File: config.mk
export PLATFORM = sky130hd
export DESIGN_NAME = ahb_pio_flat
export DESIGN_NICKNAME = d
export VERILOG_FILES = /design/src/source/ahb_pkg.sv /design/src/source/ahb_slave_if.sv /design/src/source/ahb_pio.sv /design/src/flat_wrapper.sv
export SDC_FILE = /design/constraint.sdc
export NUM_CORES = 1
export LEC_CHECK = 0
export BUFFER_PORTS_ARGS = -buffer_cell sky130_fd_sc_hd__buf_2
export CAP_MARGIN = 30
export CELL_PAD_IN_SITES_DETAIL_PLACEMENT = 1
export CELL_PAD_IN_SITES_GLOBAL_PLACEMENT = 1
export CORE_MARGIN = 5
export CORE_UTILIZATION = 29
export DETAILED_ROUTE_END_ITERATION = 16
export PLACE_DENSITY_LB_ADDON = 0.2
export SLEW_MARGIN = 10
export SYNTH_ARGS = -nofsm -noshare
export SYNTH_HDL_FRONTEND = slang
export SYNTH_SLANG_ARGS = --single-unit
File: constraint.sdc
create_clock -name clk -period 1.3 [get_ports clk]
set_input_delay 0.26 -clock clk [delete_from_list [all_inputs] [get_ports clk]]
set_output_delay 0.26 -clock clk [all_outputs]
set_load 0.01 [all_outputs]
File: src/source/ahb_pkg.sv
package ahb_pkg;

    // Bus widths. The address and both data buses are 32 bits wide.
    typedef logic [31:0] addr_t;    // Byte address on haddr.
    typedef logic [31:0] data_t;    // One word on hwdata or hrdata.
    typedef logic [3:0]  strb_t;    // One enable bit per byte lane of data_t.
    typedef logic [3:0]  region_t;  // Address bits 31 to 28.

    // AHB transfer type. Only NONSEQ and SEQ carry a transfer.
    typedef enum logic [1:0] {
        HTRANS_IDLE   = 2'b00,
        HTRANS_BUSY   = 2'b01,
        HTRANS_NONSEQ = 2'b10,
        HTRANS_SEQ    = 2'b11
    } htrans_t;

    // Transfer size. Anything wider than a word is not used on this bus.
    typedef enum logic [2:0] {
        HSIZE_BYTE = 3'b000,
        HSIZE_HALF = 3'b001,
        HSIZE_WORD = 3'b010
    } hsize_t;

    localparam region_t RAM_REGION = 4'h8;  // On-chip RAM at 0x8xxx_xxxx.
    localparam region_t PIO_REGION = 4'hF;  // Parallel output at 0xFxxx_xxxx.

    localparam logic HRESP_OKAY = 1'b0;     // The only response this bus gives.

    // Byte lanes touched by a transfer of the given size at the given low address bits.
    // A byte picks one lane, a halfword picks the lower or upper pair and a word picks all.
    function automatic strb_t byte_lanes(hsize_t size, logic [1:0] addr_lo);
        strb_t lanes;
        case (size)
            HSIZE_BYTE: lanes = strb_t'(4'b0001 << addr_lo);
            HSIZE_HALF: lanes = addr_lo[1] ? 4'b1100 : 4'b0011;
            default:    lanes = 4'b1111;    // Word size.
        endcase
        return lanes;
    endfunction

endpackage

File: src/source/ahb_slave_if.sv
`timescale 1ns/1ns

// One slave's view of the AHB-Lite bus.
interface ahb_slave_if import ahb_pkg::*; ();

    logic    hsel;          // Decoded select for this slave, valid in the address phase.
    htrans_t htrans;        // Transfer type from the master.
    hsize_t  hsize;         // Transfer size from the master.
    logic    hwrite;        // High for a write.
    addr_t   haddr;         // Full byte address.
    data_t   hwdata;        // Write data, valid in the data phase.
    logic    hready_in;     // Bus-wide ready. An edge with it high ends a phase.
    logic    hready_out;    // This slave's ready for its own data phase.
    data_t   hrdata;        // This slave's read data.

    // The interconnect drives the request side and reads the response.
    modport manager (
        output hsel, htrans, hsize, hwrite, haddr, hwdata, hready_in,
        input  hready_out, hrdata
    );

    // A slave sees the request and returns ready and read data.
    modport slave (
        input  hsel, htrans, hsize, hwrite, haddr, hwdata, hready_in,
        output hready_out, hrdata
    );

endinterface

File: src/source/ahb_pio.sv
`timescale 1ns/1ns

// Parallel output register on the bus.
// Writes merge their enabled byte lanes into pio. Reads are not supported and return zero.
module ahb_pio import ahb_pkg::*; (
    input  logic       clk,
    input  logic       reset,
    ahb_slave_if.slave bus,
    output data_t      pio
);

    logic  wr_accept;   // A write address phase for this slave this cycle.
    logic  wr_valid_q;  // A captured write is in its data phase.
    strb_t lanes_q;     // Its byte lanes.

    assign wr_accept = bus.hsel && bus.hwrite
                    && ((bus.htrans == HTRANS_NONSEQ) || (bus.htrans == HTRANS_SEQ))
                    && bus.hready_in;

    always_ff @(posedge clk) begin
        if (reset) begin
            wr_valid_q <= 1'b0;
        end else if (bus.hready_in) begin
            wr_valid_q <= wr_accept;
        end
    end

    // Lane enables follow the address phase that was captured with them.
    always_ff @(posedge clk) begin
        if (bus.hready_in) begin
            lanes_q <= byte_lanes(bus.hsize, bus.haddr[1:0]);
        end
    end

    // The output register. Untouched lanes keep their old value.
    always_ff @(posedge clk) begin
        if (reset) begin
            pio <= '0;
        end else if (wr_valid_q && bus.hready_in) begin
            for (int i = 0; i < 4; i++) begin
                if (lanes_q[i]) begin
                    pio[8*i +: 8] <= bus.hwdata[8*i +: 8];
                end
            end
        end
    end

    assign bus.hrdata     = '0;     // No read-back path.
    assign bus.hready_out = 1'b1;   // Always zero-wait.

endmodule

File: src/flat_wrapper.sv
// flat-port wrapper written by rule: the top's interface ports become plain ports
module ahb_pio_flat import ahb_pkg::*;
  (clk, reset, pio, bus_hsel, bus_htrans, bus_hsize, bus_hwrite, bus_haddr, bus_hwdata, bus_hready_in, bus_hready_out, bus_hrdata);
  ahb_slave_if bus_i ();
  input  logic clk;
  input  logic reset;
  output data_t pio;
  input wire logic [$bits(bus_i.hsel)-1:0] bus_hsel;
  input wire logic [$bits(bus_i.htrans)-1:0] bus_htrans;
  input wire logic [$bits(bus_i.hsize)-1:0] bus_hsize;
  input wire logic [$bits(bus_i.hwrite)-1:0] bus_hwrite;
  input wire logic [$bits(bus_i.haddr)-1:0] bus_haddr;
  input wire logic [$bits(bus_i.hwdata)-1:0] bus_hwdata;
  input wire logic [$bits(bus_i.hready_in)-1:0] bus_hready_in;
  output wire logic [$bits(bus_i.hready_out)-1:0] bus_hready_out;
  output wire logic [$bits(bus_i.hrdata)-1:0] bus_hrdata;
  assign bus_i.hsel = bus_hsel;
  assign bus_i.htrans = bus_htrans;
  assign bus_i.hsize = bus_hsize;
  assign bus_i.hwrite = bus_hwrite;
  assign bus_i.haddr = bus_haddr;
  assign bus_i.hwdata = bus_hwdata;
  assign bus_i.hready_in = bus_hready_in;
  assign bus_hready_out = bus_i.hready_out;
  assign bus_hrdata = bus_i.hrdata;
  ahb_pio u_core (.clk(clk), .reset(reset), .bus(bus_i), .pio(pio));
endmodule
==> flow_metrics.py <==
metrics = {
    "status": {
        "status": "completed",
    },
    "cells_and_area": {
        "diodes": 0,
        "layout-drive-gt1-share_pct": 32.1,
        "design_area_um2": 2320,
        "n_fill_cell": 840,
        "area_growth_pct": 18.7,
        "mostFrequentLayoutCell": "buf_2",
        "nNetsFinal": 342,
        "final_cell_mix": "74 x buf_2, 65 x nand2b_1, 33 x conb_1, 33 x dfxtp_1, 32 x mux2i_1",
    },
    "floorplan": {
        "dieArea_um2": 8480,
        "num_io_pins": 139,
        "dieHeight_um": 92.1,
        "num_rows": 30,
        "die_w_um": 92.1,
        "start_util_pct": 29.3,
        "core-area_um2": 6680,
    },
    "timing": {
        "drv_slew": 0,
        "rsz0062_at_grt": "false",
        "finalCritPeriodShare_pct": 79.8,
        "setup_violations": 0,
        "fin_crit_ns": 1.04,
        "max_freq_mhz": 963,
        "fin_setup_tns_ns": 0,
        "report.final.hold_viol_count": 0,
        "skew_ns": 0.00492,
    },
    "placement": {
        "place_congestion": 0.610,
        "port_buffers": 74,
        "place_area_um2": 2230,
        "dp_hpwl_um": 3080,
    },
    "grt": {
        "grt_pass1_vias": 1406,
        "grt.total_usage_pct": 9.73,
        "grt_pass1_wl_um": 6480,
        "grt_max_degree": 66,
        "antenna_found_initial": 0,
        "grt-ovfl-total": 0,
    },
    "critical_path": {
        "cp_max_fo": 2,
        "critPathMaxStageDelay_ns": 0.36,
        "path_class": "reg2out",
        "cp_slowest_cell": "dfxtp_1",
        "startpoint_type": "flip-flop",
        "path_delay_family": "flip-flops",
        "end_kind": "output port",
        "critPathArrivalTime_ns": 0.78,
        "required_ns": 1.04,
        "worstPathBufferInverterCount": 1,
        "path_cells": "buf_2",
    },
    "cts": {
        "clock-sinks": 37,
        "clock_path_buffers": 2,
        "cts-root-buf": "clkbuf_8",
        "post_cts_buffers": 0,
        "cts_buffers": 5,
        "h-tree-depth": 2,
        "cts_tree": "yes",
        "cts_resized": 0,
        "cts.clk_slew.worst_paths_ns": 0.07,
        "ctsHoldBuffers": 0,
        "insertion_delay_ns": 0.28,
    },
    "pwr": {
        "vdd_drop_max_v": 0.000326,
        "p_leak_uw": 0.00106,
        "p_per_area_nw_per_um2": 954,
    },
    "routing": {
        "firstDrtPassIters": 4,
        "post-route-drc-count": 0,
        "route.vias.total": 1388,
        "ant_nets": 0,
        "wl_per_cell_um": 11.9,
        "via_per_inst": 3.99,
        "drt_wl_total_um": 4120,
        "drt_iter0_drc": 9,
    },
    "synth": {
        "synth.ff_latch_count": 37,
        "syn_area_per_cell_um2": 10.1,
        "syn_area_um2": 1950,
        "yosysUniqueCellTypes": 15,
        "seq_area_frac_synth_pct": 39.9,
        "yosys_warnings": 0,
        "netlist_instances": 194,
    },
    "worst_hold_path": {
        "hp-class": "in2reg",
    },
    "job": {
        "maxCapViolations": 0,
    },
}
## routing by layer
metal | routed length (um) | global-route usage [%]
met3 | 414 | 4.10
met2 | 1700 | 14.0
met4 | 71 | 4.08
met5 | 0 | 0
met1 | 1940 | 12.7
## power breakdown
group / leakage, uW / switching, uW / total, uW / internal [uW]
sequential: 0.000306 / 5.38 / 1170 / 1170
combinational: 0.000709 / 119 / 224 / 105
clock: 0.0000443 / 392 / 813 / 421
total: 0.00106 / 516 / 2210 / 1700
## sequential cells by signal (all words and copies together), names as in the netlist
name and flops:
u_core.pio 32, u_core.lanes_q 4, u_core.wr_valid_q 1
## cells in the mapped netlist
cell / number / area, um2
nand2b_1: 65 / 407
buf_4: 33 / 248
and3_1: 4 / 25.0
nor2_1: 2 / 7.51
mux2i_1: 32 / 320
nor2b_1: 1 / 6.26
dfxtp_1: 33 / 661
a21oi_1: 1 / 5.00
o21ai_0: 4 / 20.0
nand4_1: 1 / 6.26
conb_1: 2 / 7.51
inv_1: 1 / 3.75
buf_2: 1 / 5.00
buf_6: 10 / 113
edfxtp_1: 4 / 120
## through the flow
step	setup slack (ns)	hold WS (ns)	util, %	power (uW)	std cells
2_1_floorplan	0.429	0.372	-	1420	225
3_3_place_gp	0.183	0.458	33.4	1420	341
3_5_place_dp	0.165	0.463	33.4	1430	341
4_1_cts	0.247	0.207	34.7	2270	348
5_1_grt	0.195	0.223	34.7	2340	348
6_report	0.262	0.224	34.7	2210	348
## logic make-up after synthesis
group	share of synthesized area [%]
mux	16.4
compound gates	1.28
buf+inv	18.9
flops	39.9
simple gates	23.1
other cells	0.384
## cell type report
class / instances / area, um2 / share of cell area [%]
Inverter: 1 / 3.75 / 0.162
Timing Repair Buffer: 80 / 428 / 18.4
Clock buffer: 7 / 86.3 / 3.72
Tap cell: 80 / 100 / 4.32
Multi-Input combinational cell: 143 / 921 / 39.7
Sequential cell: 37 / 781 / 33.7
## final timing paths
| check | slack [ns] | from | cells after the start | end |
|---|---|---|---|---|
| worst min register to register | 0.47 | u_core.pio[3] | 2 | u_core.pio[3] |
| worst min-delay path | 0.22 | bus_hwdata[19] | 3 | u_core.pio[19] |
| worst max register to register | 0.30 | u_core.wr_valid_q | 3 | u_core.pio[4] |
| worst max-delay path | 0.26 | u_core.pio[21] | 1 | pio[21] |
No activity file was read; power rests on OpenSTA's default activity.
