## src/source/ahb_pkg.sv

```systemverilog
package ahb_pkg;

    // Bus widths. The address and both data buses are 32 bits wide.
    typedef logic [31:0] addr_t;    // Byte address on haddr.
    typedef logic [31:0] data_t;    // One word on hwdata or hrdata.
    typedef logic [3:0]  strb_t;    // One enable bit per byte lane of data_t.
    typedef logic [3:0]  region_t;  // Address bits 31 to 28.

    // AHB transfer type. Only NONSEQ and SEQ carry a transfer.
    typedef enum logic [1:0] {
        HTRANS_IDLE   = 2'b00,
        HTRANS_BUSY   = 2'b01,
        HTRANS_NONSEQ = 2'b10,
        HTRANS_SEQ    = 2'b11
    } htrans_t;

    // Transfer size. Anything wider than a word is not used on this bus.
    typedef enum logic [2:0] {
        HSIZE_BYTE = 3'b000,
        HSIZE_HALF = 3'b001,
        HSIZE_WORD = 3'b010
    } hsize_t;

    localparam region_t RAM_REGION = 4'h8;  // On-chip RAM at 0x8xxx_xxxx.
    localparam region_t PIO_REGION = 4'hF;  // Parallel output at 0xFxxx_xxxx.

    localparam logic HRESP_OKAY = 1'b0;     // The only response this bus gives.

    // Byte lanes touched by a transfer of the given size at the given low address bits.
    // A byte picks one lane, a halfword picks the lower or upper pair and a word picks all.
    function automatic strb_t byte_lanes(hsize_t size, logic [1:0] addr_lo);
        strb_t lanes;
        case (size)
            HSIZE_BYTE: lanes = strb_t'(4'b0001 << addr_lo);
            HSIZE_HALF: lanes = addr_lo[1] ? 4'b1100 : 4'b0011;
            default:    lanes = 4'b1111;    // Word size.
        endcase
        return lanes;
    endfunction

endpackage

```

## src/source/ahb_slave_if.sv

```systemverilog
`timescale 1ns/1ns

// One slave's view of the AHB-Lite bus.
interface ahb_slave_if import ahb_pkg::*; ();

    logic    hsel;          // Decoded select for this slave, valid in the address phase.
    htrans_t htrans;        // Transfer type from the master.
    hsize_t  hsize;         // Transfer size from the master.
    logic    hwrite;        // High for a write.
    addr_t   haddr;         // Full byte address.
    data_t   hwdata;        // Write data, valid in the data phase.
    logic    hready_in;     // Bus-wide ready. An edge with it high ends a phase.
    logic    hready_out;    // This slave's ready for its own data phase.
    data_t   hrdata;        // This slave's read data.

    // The interconnect drives the request side and reads the response.
    modport manager (
        output hsel, htrans, hsize, hwrite, haddr, hwdata, hready_in,
        input  hready_out, hrdata
    );

    // A slave sees the request and returns ready and read data.
    modport slave (
        input  hsel, htrans, hsize, hwrite, haddr, hwdata, hready_in,
        output hready_out, hrdata
    );

endinterface

```

## src/source/ahb_interconnect.sv

```systemverilog
`timescale 1ns/1ns

// Single-master AHB-Lite interconnect for two slaves.
// Decoding is done on the address phase and a register remembers who owns the data phase.
module ahb_interconnect import ahb_pkg::*; (
    input  logic    clk,
    input  logic    reset,
    input  htrans_t htrans,
    input  hsize_t  hsize,
    input  logic    hwrite,
    input  addr_t   haddr,
    input  data_t   hwdata,
    output data_t   hrdata,
    output logic    hready,
    output logic    hresp,
    ahb_slave_if.manager ram_bus,
    ahb_slave_if.manager pio_bus
);

    // Owner of the current data phase.
    typedef enum logic [1:0] {
        SEL_NONE,
        SEL_RAM,
        SEL_PIO
    } sel_e;

    region_t region;    // Top nibble of the address.
    logic    ram_hit;
    logic    pio_hit;
    logic    active;    // NONSEQ or SEQ on the master port.
    sel_e    addr_sel;  // Owner of the next data phase.
    sel_e    data_sel;  // Owner of the current data phase.

    assign region  = haddr[31:28];
    assign ram_hit = (region == RAM_REGION);
    assign pio_hit = (region == PIO_REGION);
    assign active  = (htrans == HTRANS_NONSEQ) || (htrans == HTRANS_SEQ);

    // Select lines are plain address decode. The slaves qualify them with htrans.
    assign ram_bus.hsel = ram_hit;
    assign pio_bus.hsel = pio_hit;

    // Both slaves see the same request signals.
    assign ram_bus.htrans    = htrans;
    assign ram_bus.hsize     = hsize;
    assign ram_bus.hwrite    = hwrite;
    assign ram_bus.haddr     = haddr;
    assign ram_bus.hwdata    = hwdata;
    assign ram_bus.hready_in = hready;
    assign pio_bus.htrans    = htrans;
    assign pio_bus.hsize     = hsize;
    assign pio_bus.hwrite    = hwrite;
    assign pio_bus.haddr     = haddr;
    assign pio_bus.hwdata    = hwdata;
    assign pio_bus.hready_in = hready;

    // Idle, busy and unmapped transfers give a data phase with no owner.
    always_comb begin
        addr_sel = SEL_NONE;
        if (active && ram_hit) addr_sel = SEL_RAM;
        else if (active && pio_hit) addr_sel = SEL_PIO;
    end

    always_ff @(posedge clk) begin
        if (reset) begin
            data_sel <= SEL_NONE;
        end else if (hready) begin
            data_sel <= addr_sel;   // Held while a slave stretches its data phase.
        end
    end

    // Response mux. With no owner the master gets ready and zero data.
    always_comb begin
        case (data_sel)
            SEL_RAM: begin
                hready = ram_bus.hready_out;
                hrdata = ram_bus.hrdata;
            end
            SEL_PIO: begin
                hready = pio_bus.hready_out;
                hrdata = pio_bus.hrdata;
            end
            default: begin
                hready = 1'b1;
                hrdata = '0;
            end
        endcase
    end

    assign hresp = HRESP_OKAY;  // Error responses are never raised.

endmodule

```

## src/flat_wrapper.sv

```systemverilog
// flat-port wrapper written by rule: the top's interface ports become plain ports
module ahb_interconnect_flat import ahb_pkg::*;
  (clk, reset, htrans, hsize, hwrite, haddr, hwdata, hrdata, hready, hresp, ram_bus_hsel, ram_bus_htrans, ram_bus_hsize, ram_bus_hwrite, ram_bus_haddr, ram_bus_hwdata, ram_bus_hready_in, ram_bus_hready_out, ram_bus_hrdata, pio_bus_hsel, pio_bus_htrans, pio_bus_hsize, pio_bus_hwrite, pio_bus_haddr, pio_bus_hwdata, pio_bus_hready_in, pio_bus_hready_out, pio_bus_hrdata);
  ahb_slave_if ram_bus_i ();
  ahb_slave_if pio_bus_i ();
  input  logic clk;
  input  logic reset;
  input  htrans_t htrans;
  input  hsize_t hsize;
  input  logic hwrite;
  input  addr_t haddr;
  input  data_t hwdata;
  output data_t hrdata;
  output logic hready;
  output logic hresp;
  output wire logic [$bits(ram_bus_i.hsel)-1:0] ram_bus_hsel;
  output wire logic [$bits(ram_bus_i.htrans)-1:0] ram_bus_htrans;
  output wire logic [$bits(ram_bus_i.hsize)-1:0] ram_bus_hsize;
  output wire logic [$bits(ram_bus_i.hwrite)-1:0] ram_bus_hwrite;
  output wire logic [$bits(ram_bus_i.haddr)-1:0] ram_bus_haddr;
  output wire logic [$bits(ram_bus_i.hwdata)-1:0] ram_bus_hwdata;
  output wire logic [$bits(ram_bus_i.hready_in)-1:0] ram_bus_hready_in;
  input wire logic [$bits(ram_bus_i.hready_out)-1:0] ram_bus_hready_out;
  input wire logic [$bits(ram_bus_i.hrdata)-1:0] ram_bus_hrdata;
  output wire logic [$bits(pio_bus_i.hsel)-1:0] pio_bus_hsel;
  output wire logic [$bits(pio_bus_i.htrans)-1:0] pio_bus_htrans;
  output wire logic [$bits(pio_bus_i.hsize)-1:0] pio_bus_hsize;
  output wire logic [$bits(pio_bus_i.hwrite)-1:0] pio_bus_hwrite;
  output wire logic [$bits(pio_bus_i.haddr)-1:0] pio_bus_haddr;
  output wire logic [$bits(pio_bus_i.hwdata)-1:0] pio_bus_hwdata;
  output wire logic [$bits(pio_bus_i.hready_in)-1:0] pio_bus_hready_in;
  input wire logic [$bits(pio_bus_i.hready_out)-1:0] pio_bus_hready_out;
  input wire logic [$bits(pio_bus_i.hrdata)-1:0] pio_bus_hrdata;
  assign ram_bus_hsel = ram_bus_i.hsel;
  assign ram_bus_htrans = ram_bus_i.htrans;
  assign ram_bus_hsize = ram_bus_i.hsize;
  assign ram_bus_hwrite = ram_bus_i.hwrite;
  assign ram_bus_haddr = ram_bus_i.haddr;
  assign ram_bus_hwdata = ram_bus_i.hwdata;
  assign ram_bus_hready_in = ram_bus_i.hready_in;
  assign ram_bus_i.hready_out = ram_bus_hready_out;
  assign ram_bus_i.hrdata = ram_bus_hrdata;
  assign pio_bus_hsel = pio_bus_i.hsel;
  assign pio_bus_htrans = pio_bus_i.htrans;
  assign pio_bus_hsize = pio_bus_i.hsize;
  assign pio_bus_hwrite = pio_bus_i.hwrite;
  assign pio_bus_haddr = pio_bus_i.haddr;
  assign pio_bus_hwdata = pio_bus_i.hwdata;
  assign pio_bus_hready_in = pio_bus_i.hready_in;
  assign pio_bus_i.hready_out = pio_bus_hready_out;
  assign pio_bus_i.hrdata = pio_bus_hrdata;
  ahb_interconnect u_core (.clk(clk), .reset(reset), .htrans(htrans), .hsize(hsize), .hwrite(hwrite), .haddr(haddr), .hwdata(hwdata), .hrdata(hrdata), .hready(hready), .hresp(hresp), .ram_bus(ram_bus_i), .pio_bus(pio_bus_i));
endmodule
```

## config.mk

```make
export PLATFORM = sky130hd
export DESIGN_NAME = ahb_interconnect_flat
export DESIGN_NICKNAME = d
export VERILOG_FILES = /design/src/source/ahb_pkg.sv /design/src/source/ahb_slave_if.sv /design/src/source/ahb_interconnect.sv /design/src/flat_wrapper.sv
export SDC_FILE = /design/constraint.sdc
export NUM_CORES = 1
export LEC_CHECK = 0
export ABC_AREA = 1
export BUFFER_PORTS_ARGS = -buffer_cell sky130_fd_sc_hd__buf_2
export CAP_MARGIN = 20
export CORE_AREA = 2 2 122 124
export DETAILED_ROUTE_END_ITERATION = 7
export DIE_AREA = 0 0 124 126
export SYNTH_ARGS = -nofsm -noshare
export SYNTH_HDL_FRONTEND = slang
export SYNTH_SLANG_ARGS = --single-unit
```

## constraint.sdc

```tcl
create_clock -name clk -period 2.2 [get_ports clk]
set_input_delay 0.11 -clock clk [delete_from_list [all_inputs] [get_ports clk]]
set_output_delay 0.11 -clock clk [all_outputs]
set_load 0.02 [all_outputs]
```

==> impl_summary.txt <==
----------------------------------------------------
[Power]
  Clock group share of total power ... 58.5%
  Max VDD drop ... 298 µV
  Int Power ... 0.337 mW
  Standby leakage power ... 0.713 nW
  P_sw ... 0.120 mW
  Overall power after layout ... 0.457 mW
  Switching portion of total power ... 26.3%
  Cell area power density ... 281 mW/mm²
  Combinational fraction of design power ... 33.1%
  Sequential share of power ... 8.3%

[Critical path]
  Worst path cell trace ... inv_1, ha_2, buf_12, a21oi_1, buf_2
  CP Data Required Time ... 2.09 ns
  CP startpoint kind ... register
  CP max stage cell ... sky130_fd_sc_hd__ha_2
  Worst path arrival time ... 1.68 ns
  Top cell family by delay on the critical path ... adder cells
  FF-to-FF path depth ... 7
  Highest fanout seen on the critical path ... 18
  Crit Path Category ... reg2out
  Longest individual stage delay on the worst path ... 0.60 ns
  Stages on worst setup path ... 5
  Endpoint type of the worst setup path ... primary output
  Number of buffers and inverters on the critical path ... 3

[Clock tree]
  Master cell of the clock root buffer ... sky130_fd_sc_hd__clkbuf_16
  Clock latency of the later-clocked register in the worst-skew pair ... 0.22 ns
  CTS tree ... built
  Number of post-CTS setup repair buffers ... 0
  Clock transition at path regs ... 0.03 ns
  Number of H-tree levels ... 1
  Inserted Clock Buffers ... 3
  Number of sinks driven by the clock tree ... 2
  # hold bufs at CTS ... 0
  Clock tree buffer depth ... 2
  Quantity of gates resized following cts ... 0

[Finish]
  Antenna fix cells ... 0
  Highest-count cells in the layout ignoring fill and taps ... sky130_fd_sc_hd__buf_2 (119), sky130_fd_sc_hd__nand2_1 (59), sky130_fd_sc_hd__a21oi_1 (23)
  Fraction of final layout cells sized beyond drive strength 1 ... 61.8%
  Largest register FFs ... 2
  Final core utilization ... 11.4%
  Post-layout nets ... 391
  Most common cell after layout, fill and taps aside ... sky130_fd_sc_hd__buf_2
  Post-synthesis to final-layout area growth ... -12.4%
  Top Registers ... u_core.data_sel x2
  Largest reg by FF count ... u_core.data_sel
  Filler cell count ... 1695

[STA]
  Slack of the critical path ... 0.410 ns
  Number of max-slew violations in the final report ... 0
  Final sum of negative setup slack ... 0 ns
  Number of failing setup endpoints in the final timing report ... 0
  Unrepaired setup endpoints after global routing ... false
  Final cycle utilization of the critical path ... 81.4%
  Minimum period implied by the final worst setup slack ... 1.79 ns
  Hold Violations, Final ... 0
  Skew final ... 0.00126 ns
  Achievable clock frequency ... 559 MHz
  Smallest hold slack ... 0.0893 ns

[Synth]
  Sequential area share after synthesis ... 2.16%
  Total of flip-flops plus latches after synthesis ... 2
  Avg Cell Area, Syn ... 6.67 µm²
  Synthesized area ... 0.00186 mm²
  Mapped Nets ... 418
  Cell count after synthesis ... 278
  Most area-hungry cell type in the Yosys netlist ... sky130_fd_sc_hd__buf_4
  Number of warnings printed during yosys synthesis ... 0
  Number of distinct library cells after synthesis ... 23
  Fraction of synthesized cell area taken by the top area cell type ... 59.5%
  Ranking of synthesized cells by area ... sky130_fd_sc_hd__buf_4 (59%), sky130_fd_sc_hd__nand2_1 (12%), sky130_fd_sc_hd__a21oi_1 (6.2%)

[Run]
  Reported max-cap violation count ... 0

[Die]
  Cell Rows ... 44
  Die Outline Area ... 0.0156 mm²
  Placeable Area ... 0.0143 mm²
  Initial Util ... 13.0%
  Overall die width ... 124 µm
  Die extent in y ... 126 µm
  Top-level I/O count ... 316

[GRT]
  Global-route wire length before repair ... 7.31 mm
  Global routing usage on met1 ... 5.84%
  Global routing met3 resource utilization ... 3.76%
  Global route overflow ... 0
  Global-route total usage across every layer ... 6.22%
  Number of antenna violations at the first check in global routing ... 0
  Met2 usage in global routing ... 8.73%
  Pin count of the biggest net entering global routing ... 20
  Vias in the first global route ... 1319
  Busiest grt layer ... met2

[Routing]
  Vias after detailed routing ... 1407
  Average vias per placed instance ... 3.25
  Post-Route WL ... 5.31 mm
  Mean routed wirelength per cell ... 12.3 µm
  First-pass iteration count of the detailed router ... 4
  DRC violation count after routing ... 0
  Drt first-iter violations ... 48
  Remaining antenna violation count after routing ... 0

[Worst hold path]
  Hold path depth ... 2
  Hold Path Class ... in2reg

[Placed design]
  GP Congestion ... 0.616
  Setup WS pre-CTS ... 0.611 ns
  HPWL Detailed ... 4.34 mm
  Buffers on Ports ... 119

[Status]
  Run status ... completed

----------------------------------------------------
[cell type report]
| cell class | count | area (µm²) | share of cell area, % |
|---|---|---|---|
| well taps | 184 | 230 | 14.2 |
| repair buffers | 123 | 651 | 40.0 |
| multi-input cells | 116 | 606 | 37.3 |
| clock buffers | 3 | 75.1 | 4.62 |
| inverters | 5 | 23.8 | 1.46 |
| flip-flops and latches | 2 | 40.0 | 2.46 |
[worst paths after layout]
check	startpoint	to	slack (ns)
hold reg to reg	u_core.data_sel[1]	u_core.data_sel[1]	0.53
hold / removal	reset	u_core.data_sel[1]	0.09
setup reg to reg	u_core.data_sel[0]	u_core.data_sel[0]	0.68
setup / recovery	u_core.data_sel[0]	hrdata[4]	0.41
[metrics by stage]
stage               std cells  area (µm²)
floorplan                 278        1860
global placement          430        1550
detailed placement        430        1550
CTS                       433        1630
global route              433        1630
finish                    433        1630
[cells in the mapped netlist (all sizes together)]
cell type and number:
nor4 1, a21oi 33, ha 2, clkinv 1, nor2 5, conb 1, buf 155, nand2 70
nand4 1, dfxtp 2, nand3 3, inv 4
[cell families (layout without fill, tap and decap cells)]
group                    count (synthesis)  in the layout  share of synthesized area [%]
other                                    1              1                          0.202
adder cells (fa/ha/maj)                  2              2                           1.35
AND/OR/NAND/NOR                         80             80                           19.9
buffers and inverters                  160            131                           65.5
flip-flops                               2              2                           2.16
AO/OA/AOI/OAI                           33             33                           10.9
[power groups by stage]
| stage | combinational [mW] | sequential (mW) | clock, mW |
|---|---|---|---|
| after CTS | 0.155 | 0.0381 | 0.272 |
| after global placement | 0.153 | 0.0385 | 0 |
| after floorplan | 0.426 | 0.0383 | 0 |
| after detailed placement | 0.154 | 0.0385 | 0 |
| after global routing | 0.169 | 0.0382 | 0.279 |
| final | 0.151 | 0.0381 | 0.267 |
[layer usage]
layer / routed length [µm] / share of wire (%)
met2: 2090 / 39
met3: 860 / 16
met4: 583 / 11
met5: 0 / 0
met1: 1780 / 34
No activity file was read; power rests on OpenSTA's default activity.
